==> src/conv_pkg.sv <==
package conv_pkg;

    // kernel geometry and datapath widths for the first LeNet conv layer.
    localparam int kernel_size    = 5;
    localparam int data_width     = 8;
    localparam int prod_width     = 16;

    // five 16-bit products need three more bits, and five row sums two more.
    localparam int row_sum_width  = 19;
    localparam int sum_width      = 21;

    localparam int row_addr_width = 3;

    // command opcodes carried on cmd_op with every cmd_valid strobe.
    typedef enum logic [1:0] {
        op_nop          = 2'b00,
        op_load_weights = 2'b01,
        op_push_row     = 2'b10,
        op_clear        = 2'b11
    } conv_op_t;

    // tracks whether the current window has received any row yet.
    typedef enum logic {
        win_empty   = 1'b0,
        win_filling = 1'b1
    } win_state_t;

endpackage

==> src/row_if.sv <==
`timescale 1ns/1ps

interface row_if;
    import conv_pkg::*;

    logic                              step;
    logic [row_addr_width-1:0]         row_sel;
    logic                              first_row;
    logic                              last_row;
    logic [kernel_size*data_width-1:0] pixels;

    modport ctrl (
        output step,
        output row_sel,
        output first_row,
        output last_row,
        output pixels
    );

    modport bank (
        input row_sel
    );

    modport mac (
        input step,
        input first_row,
        input last_row,
        input pixels
    );

    modport accum (
        input step,
        input first_row,
        input last_row
    );

endinterface

==> src/lenet_xfyw_5.sv <==
`timescale 1ns/1ps

module lenet_xfyw_5 (
    input  logic [7:0]  x,
    input  logic [7:0]  y,
    output logic [15:0] z
);

    logic [7:0]  pp [8];
    logic [12:0] c1;
    logic [12:0] c2;
    logic [12:0] c3;
    logic        c4;
    logic        c5;
    logic        c6;

    // one partial product row per bit of x.
    always_comb begin
        for (int i = 0; i < 8; i++) begin
            pp[i] = y & {8{x[i]}};
        end
    end

    // the lower six partial products are replaced by fixed compressor terms.
    // only rows 6 and 7 of the array survive in full.
    always_comb begin
        c1     = '0;
        c1[4]  = pp[2][2] & pp[3][1];
        c1[5]  = pp[0][4] & pp[1][3];
        c1[6]  = pp[0][5] | pp[1][4];
        c1[7]  = pp[0][6] | pp[1][5];
        c1[8]  = pp[1][7];
        c1[9]  = pp[2][7] | pp[3][6];
        c1[10] = pp[3][7];
        c1[11] = pp[4][6] & pp[5][5];
        c1[12] = pp[5][7];
    end

    always_comb begin
        c2     = '0;
        c2[5]  = pp[0][5] & pp[1][4];
        c2[6]  = pp[2][3] | pp[3][2];
        c2[7]  = pp[0][7] | pp[1][6];
        c2[8]  = pp[2][5] & pp[3][4];
        c2[9]  = pp[4][5] & pp[5][4];
        c2[10] = pp[4][6] ^ pp[5][5];
        c2[11] = pp[4][7] & pp[5][6];
    end

    always_comb begin
        c3     = '0;
        c3[7]  = pp[2][5] ^ pp[3][4];
        c3[8]  = pp[2][6] & pp[3][5];
        c3[9]  = pp[4][5] | pp[5][4];
        c3[11] = pp[4][7] | pp[5][6];
    end

    // three single-bit terms that all land on weight 256.
    assign c4 = pp[2][6] | pp[3][5];
    assign c5 = pp[4][3] | pp[5][2];
    assign c6 = pp[4][4] | pp[5][3];

    assign z = {2'b00, pp[6], 6'b0}
             + {1'b0, pp[7], 7'b0}
             + {3'b000, c1}
             + {3'b000, c2}
             + {3'b000, c3}
             + {7'b0, c4, 8'b0}
             + {7'b0, c5, 8'b0}
             + {7'b0, c6, 8'b0};

endmodule

==> src/weight_bank.sv <==
`timescale 1ns/1ps

module weight_bank (
    input  logic                                                clk,
    input  logic                                                reset,
    input  logic                                                wr_en,
    input  logic [conv_pkg::row_addr_width-1:0]                 wr_row,
    input  logic [conv_pkg::kernel_size*conv_pkg::data_width-1:0] wr_data,
    row_if.bank                                                 rif,
    output logic [conv_pkg::kernel_size*conv_pkg::data_width-1:0] weights
);
    import conv_pkg::*;

    logic [kernel_size*data_width-1:0] rows [kernel_size];

    // weights start at zero so rows pushed before any load sum to zero.
    always_ff @(posedge clk) begin
        if (reset) begin
            for (int r = 0; r < kernel_size; r++) begin
                rows[r] <= '0;
            end
        end else if (wr_en && (wr_row < kernel_size)) begin
            rows[wr_row] <= wr_data;
        end
    end

    // combinational read so the row lines up with the pixels on step.
    assign weights = rows[rif.row_sel];

endmodule

==> src/row_mac.sv <==
`timescale 1ns/1ps

module row_mac (
    input  logic                                                clk,
    input  logic                                                reset,
    row_if.mac                                                  rif,
    input  logic [conv_pkg::kernel_size*conv_pkg::data_width-1:0] weights,
    output logic                                                row_valid,
    output logic                                                row_first,
    output logic                                                row_last,
    output logic [conv_pkg::row_sum_width-1:0]                  row_sum
);
    import conv_pkg::*;

    logic [prod_width-1:0]    prod [kernel_size];
    logic [prod_width:0]      sum_01;
    logic [prod_width:0]      sum_23;
    logic [prod_width+1:0]    sum_0123;
    logic [row_sum_width-1:0] sum_row;

    // the weight drives x and the pixel drives y.
    for (genvar k = 0; k < kernel_size; k++) begin : g_mul
        lenet_xfyw_5 u_mul (
            .x (weights[k*data_width +: data_width]),
            .y (rif.pixels[k*data_width +: data_width]),
            .z (prod[k])
        );
    end

    assign sum_01   = {1'b0, prod[0]} + {1'b0, prod[1]};
    assign sum_23   = {1'b0, prod[2]} + {1'b0, prod[3]};
    assign sum_0123 = {1'b0, sum_01} + {1'b0, sum_23};
    assign sum_row  = {1'b0, sum_0123} + {3'b000, prod[4]};

    always_ff @(posedge clk) begin
        if (reset) begin
            row_valid <= 1'b0;
        end else begin
            row_valid <= rif.step;
        end
    end

    // markers and sum are only meaningful while row_valid is high.
    always_ff @(posedge clk) begin
        if (rif.step) begin
            row_sum   <= sum_row;
            row_first <= rif.first_row;
            row_last  <= rif.last_row;
        end
    end

endmodule

==> src/window_accum.sv <==
`timescale 1ns/1ps

module window_accum (
    input  logic                               clk,
    input  logic                               reset,
    input  logic                               row_valid,
    input  logic                               row_first,
    input  logic                               row_last,
    input  logic [conv_pkg::row_sum_width-1:0] row_sum,
    output logic                               sum_valid,
    output logic [conv_pkg::sum_width-1:0]     sum
);
    import conv_pkg::*;

    logic [sum_width-1:0] acc;
    logic [sum_width-1:0] acc_next;

    // a first row restarts the total, so windows can run back to back.
    // the sum wraps at 21 bits.
    assign acc_next = row_first
                    ? {{(sum_width-row_sum_width){1'b0}}, row_sum}
                    : acc + {{(sum_width-row_sum_width){1'b0}}, row_sum};

    always_ff @(posedge clk) begin
        if (reset) begin
            acc       <= '0;
            sum_valid <= 1'b0;
        end else begin
            sum_valid <= row_valid && row_last;
            if (row_valid) begin
                acc <= acc_next;
            end
        end
    end

    always_ff @(posedge clk) begin
        if (row_valid && row_last) begin
            sum <= acc_next;
        end
    end

endmodule

==> src/conv_ctrl.sv <==
`timescale 1ns/1ps

module conv_ctrl (
    input  logic                                                clk,
    input  logic                                                reset,
    input  logic                                                cmd_valid,
    input  conv_pkg::conv_op_t                                  cmd_op,
    input  logic [conv_pkg::row_addr_width-1:0]                 cmd_row,
    input  logic [conv_pkg::kernel_size*conv_pkg::data_width-1:0] cmd_data,
    output logic                                                wr_en,
    output logic [conv_pkg::row_addr_width-1:0]                 wr_row,
    output logic [conv_pkg::kernel_size*conv_pkg::data_width-1:0] wr_data,
    row_if.ctrl                                                 rif
);
    import conv_pkg::*;

    win_state_t                state;
    logic [row_addr_width-1:0] row_cnt;
    logic                      push;
    logic                      clear;
    logic                      at_last;

    // weight writes go straight to the bank and land on this edge.
    assign wr_en   = cmd_valid && (cmd_op == op_load_weights);
    assign wr_row  = cmd_row;
    assign wr_data = cmd_data;

    assign push    = cmd_valid && (cmd_op == op_push_row);
    assign clear   = cmd_valid && (cmd_op == op_clear);
    assign at_last = (row_cnt == row_addr_width'(kernel_size - 1));

    always_ff @(posedge clk) begin
        if (reset) begin
            state       <= win_empty;
            row_cnt     <= '0;
            rif.step    <= 1'b0;
            rif.row_sel <= '0;
        end else begin
            rif.step <= push;
            if (clear) begin
                state   <= win_empty;
                row_cnt <= '0;
            end else if (push) begin
                rif.row_sel <= row_cnt;
                if (at_last) begin
                    state   <= win_empty;
                    row_cnt <= '0;
                end else begin
                    state   <= win_filling;
                    row_cnt <= row_cnt + 1'b1;
                end
            end
        end
    end

    always_ff @(posedge clk) begin
        if (push) begin
            rif.pixels    <= cmd_data;
            rif.first_row <= (state == win_empty);
            rif.last_row  <= at_last;
        end
    end

endmodule

==> src/conv5_engine.sv <==
`timescale 1ns/1ps

module conv5_engine (
    input  logic                                                clk,
    input  logic                                                reset,
    input  logic                                                cmd_valid,
    input  conv_pkg::conv_op_t                                  cmd_op,
    input  logic [conv_pkg::row_addr_width-1:0]                 cmd_row,
    input  logic [conv_pkg::kernel_size*conv_pkg::data_width-1:0] cmd_data,
    output logic                                                sum_valid,
    output logic [conv_pkg::sum_width-1:0]                      sum
);
    import conv_pkg::*;

    logic                              wr_en;
    logic [row_addr_width-1:0]         wr_row;
    logic [kernel_size*data_width-1:0] wr_data;
    logic [kernel_size*data_width-1:0] weights;
    logic                              row_valid;
    logic                              row_first;
    logic                              row_last;
    logic [row_sum_width-1:0]          row_sum;

    row_if rif ();

    conv_ctrl u_ctrl (
        .clk       (clk),
        .reset     (reset),
        .cmd_valid (cmd_valid),
        .cmd_op    (cmd_op),
        .cmd_row   (cmd_row),
        .cmd_data  (cmd_data),
        .wr_en     (wr_en),
        .wr_row    (wr_row),
        .wr_data   (wr_data),
        .rif       (rif.ctrl)
    );

    weight_bank u_bank (
        .clk     (clk),
        .reset   (reset),
        .wr_en   (wr_en),
        .wr_row  (wr_row),
        .wr_data (wr_data),
        .rif     (rif.bank),
        .weights (weights)
    );

    row_mac u_mac (
        .clk       (clk),
        .reset     (reset),
        .rif       (rif.mac),
        .weights   (weights),
        .row_valid (row_valid),
        .row_first (row_first),
        .row_last  (row_last),
        .row_sum   (row_sum)
    );

    window_accum u_accum (
        .clk       (clk),
        .reset     (reset),
        .row_valid (row_valid),
        .row_first (row_first),
        .row_last  (row_last),
        .row_sum   (row_sum),
        .sum_valid (sum_valid),
        .sum       (sum)
    );

endmodule

==> config.mk <==
export PLATFORM = sky130hd
export DESIGN_NAME = conv5_engine
export DESIGN_NICKNAME = d
export VERILOG_FILES = /design/src/conv_pkg.sv /design/src/row_if.sv /design/src/lenet_xfyw_5.sv /design/src/weight_bank.sv /design/src/row_mac.sv /design/src/window_accum.sv /design/src/conv_ctrl.sv /design/src/conv5_engine.sv
export SDC_FILE = /design/constraint.sdc
export NUM_CORES = 1
export LEC_CHECK = 0
export BUFFER_PORTS_ARGS = -buffer_cell sky130_fd_sc_hd__buf_2
export CORE_UTILIZATION = 45
export CTS_CLUSTER_SIZE = 8
export DETAILED_ROUTE_END_ITERATION = 7
export GPL_TIMING_DRIVEN = 0
export PLACE_DENSITY = 0.65
export REMOVE_ABC_BUFFERS = 1
export SYNTH_ARGS = -nofsm -noshare
export SYNTH_HDL_FRONTEND = slang
export SYNTH_SLANG_ARGS = --single-unit
==> constraint.sdc <==
create_clock -name clk -period 10.65 [get_ports clk]
set_input_delay 0.5325 -clock clk [delete_from_list [all_inputs] [get_ports clk]]
set_output_delay 0.5325 -clock clk [all_outputs]
set_load 0.05 [all_outputs]
==> impl_metrics.toml <==
[grt]
grt_max_degree = 45
antenna_found_initial = 2
grt_pass1_wl_mm = 82.08
grt-ovfl-total = 0
grtUsageTotal_pct = 18.37
grt_pass1_vias = 15470

[clocking]
cts_hold_buf = 0
clockRootBuffer = "clkbuf_16"
clkLatencyLatePin_ns = 0.61
clock_path_buffers = 3
cts_buffers = 60
cts_tree = "built"
path_clk_slew_ns = 0.05
cts_setup_buffers = 0
postCtsResizedCells = 0
clkSinkCount = 434
ctsHtreeMaxLevel = 2

[timing]
finalHoldWorstSlack_ns = 0.2035
min_period_ns = 8.876
final_hold_viol_count = 0
fin_crit_sh_pct = 83.34
timing.slew.headroom_pct = 14.39
tightest_slew_ns = 1.284
fin_setup_tns_ns = 0
rsz0062_at_grt = "no"
setup_viol = 0
max_clock_freq_mhz = 112.7
skew_ns = 0.01782
slew_viol_final = 0

[floorplan]
die_area_um2 = 57570
start_util_pct = 45.89
core_um2 = 55520
die_h_um = 239.9
pin_count = 70
die_w_um = 239.9
rows = 86

[worst_setup_path]
start_kind = "register"
cp.arrival_ns = 9.21
slowest_stage = "dfxtp_4"
crit_top_cell = "fa_1"
critPathKind = "reg2reg"
end_kind = "register"
crit_required_ns = 10.98
crit_fanout = 44
cpPeakStageDelay_ns = 0.78

[synth]
synth-seq-cells = 434
synth.cell_area_um2 = 25480
synth_cell_types = 63
synth_edf_count = 400
netlist_instances = 1858
yosys_warnings = 0
synthArstFlopShare_pct = 0
syn_avg_cell_area_um2 = 13.71
synthFlopType = "edfxtp_1"
yosysSeqAreaShare_pct = 49.82

[cells_and_area]
fin_util_pct = 52.10
fillers = 4754
mostFrequentLayoutCell = "edfxtp_1"
drive_above_1_share_pct = 14.28
syn_to_final_growth_pct = 13.53
layout_common_cells = "edfxtp_1, and2_1, inv_1"
nets = 2408

[power_and_ir_drop]
powerDensity_nw_per_um2 = 299.1
peakVddDrop_mv = 0.9547
p_leak_nw = 11.60

[hold_path]
min-delay-start = "cmd_data[27]"
min_path_type = "in2reg"

[route]
wl_per_cell_um = 17.57
routed_via_density = 5.017
first_pass_iters = 5
drc_errors = 0
dr.first_iter.drc_count = 862
ant_nets = 0
routed-via-count = 14230
finalWirelength_mm = 49.82

[run]
maxCapViolCount = 0

[placement]
gp_congestion = 0.8586
hpwlAfterDp_mm = 34.45
portBuffers = 69

[run_status]
status = "completed"
## flip-flops by register name (all words and copies together) (netlist names), 3 cells and up, named ones only
name / cells
u_bank.rows: 320
u_ctrl.rif.pixels: 40
u_accum.acc: 21
u_accum.sum: 21
u_mac.row_sum: 15
u_ctrl.rif.row_sel: 3
u_ctrl.row_cnt: 3
## critical path, delay by kind of cell, from the launching register on
kind            cells  cell delay [ns]
compound gates      7             1.19
simple gates        3             0.27
flops               1             0.78
xor+xnor            1             0.18
buf+inv             7             0.72
mux                 2             0.86
fa+ha+maj          10             4.59
## cell families (layout without fill, tap and decap cells)
logic type               after synthesis  after routing  share of synthesized area [%]
buffers and inverters                251            361                          4.017
other                                  1            121                        0.01472
AO/OA/AOI/OAI                        161            161                          4.346
adder cells (fa/ha/maj)              298            298                          18.79
AND/OR/NAND/NOR                      529            529                          11.60
XOR/XNOR                              51             51                          1.753
flip-flops                           434            434                          49.82
multiplexers                         133            133                          9.665
## path summary, 6_finish.rpt
| path | end | slack [ns] | cells past startpoint |
|---|---|---|---|
| max reg2reg | u_mac.row_sum[15] | 1.77 | 30 |
| max | u_mac.row_sum[15] | 1.77 | 30 |
| min reg2reg | u_mac.row_last | 0.41 | 0 |
| min | u_bank.rows[5][27] | 0.20 | 1 |
## synth_stat cells, types with 9 or more instances
| cell | n | area share, % |
|---|---|---|
| o21ai_0 | 13 | 0.26 |
| mux2_2 | 19 | 0.84 |
| mux4_2 | 80 | 7.1 |
| nor2_1 | 57 | 0.84 |
| mux2_4 | 13 | 0.77 |
| nor2b_1 | 63 | 1.5 |
| nand2b_1 | 13 | 0.32 |
| edfxtp_1 | 400 | 47 |
| xnor2_1 | 39 | 1.3 |
| clkbuf_1 | 36 | 0.53 |
| and2_1 | 262 | 6.4 |
| xor2_1 | 12 | 0.41 |
| a22o_1 | 9 | 0.31 |
| a21o_1 | 12 | 0.35 |
| nor3_1 | 9 | 0.18 |
| a21oi_2 | 12 | 0.41 |
| dfxtp_1 | 34 | 2.7 |
| fa_1 | 141 | 11 |
| mux2i_1 | 17 | 0.67 |
| nand3_1 | 12 | 0.24 |
| inv_1 | 192 | 2.8 |
| buf_2 | 10 | 0.20 |
| o21bai_1 | 13 | 0.38 |
| a21oi_1 | 52 | 1.0 |
| nand2_1 | 85 | 1.3 |
| ha_1 | 157 | 7.7 |
## routing by layer
metal | wire (um) | track usage, %
met5 | 0 | 0
met4 | 1020 | 5.713
met1 | 22260 | 23.95
met2 | 24660 | 31.65
met3 | 1879 | 2.687
## report_power, final
part / switching (mW) / internal (mW)
registers: 0.0526 / 2.25
logic: 2.60 / 2.02
clock network: 0.680 / 1.06
## per-stage QoR
| stage | setup slack (ns) | power, mW | std cells | area (um^2) |
|---|---|---|---|---|
| final | 1.774 | 8.651 | 2836 | 28930 |
| after global routing | 1.310 | 9.390 | 2835 | 28920 |
| after CTS | 1.668 | 8.729 | 2835 | 28920 |
| after detailed placement | 1.692 | 6.949 | 2748 | 27230 |
| after global placement | -2.479 | 6.828 | 2737 | 26910 |
| after floorplan | -0.1274 | 6.002 | 1920 | 25630 |
## layout make-up
class	instances	area [um^2]	share of cell area, %
Clock buffer	83	1609	5.563
Sequential cell	434	12700	43.92
Antenna cell	1	2.502	0.008651
Multi-Input combinational cell	1292	12250	42.37
Timing Repair Buffer	80	618.1	2.137
Inverter	194	728.2	2.518
Clock inverter	4	73.82	0.2552
Tap cell	748	935.9	3.236
(Power assumes the default switching activity.)
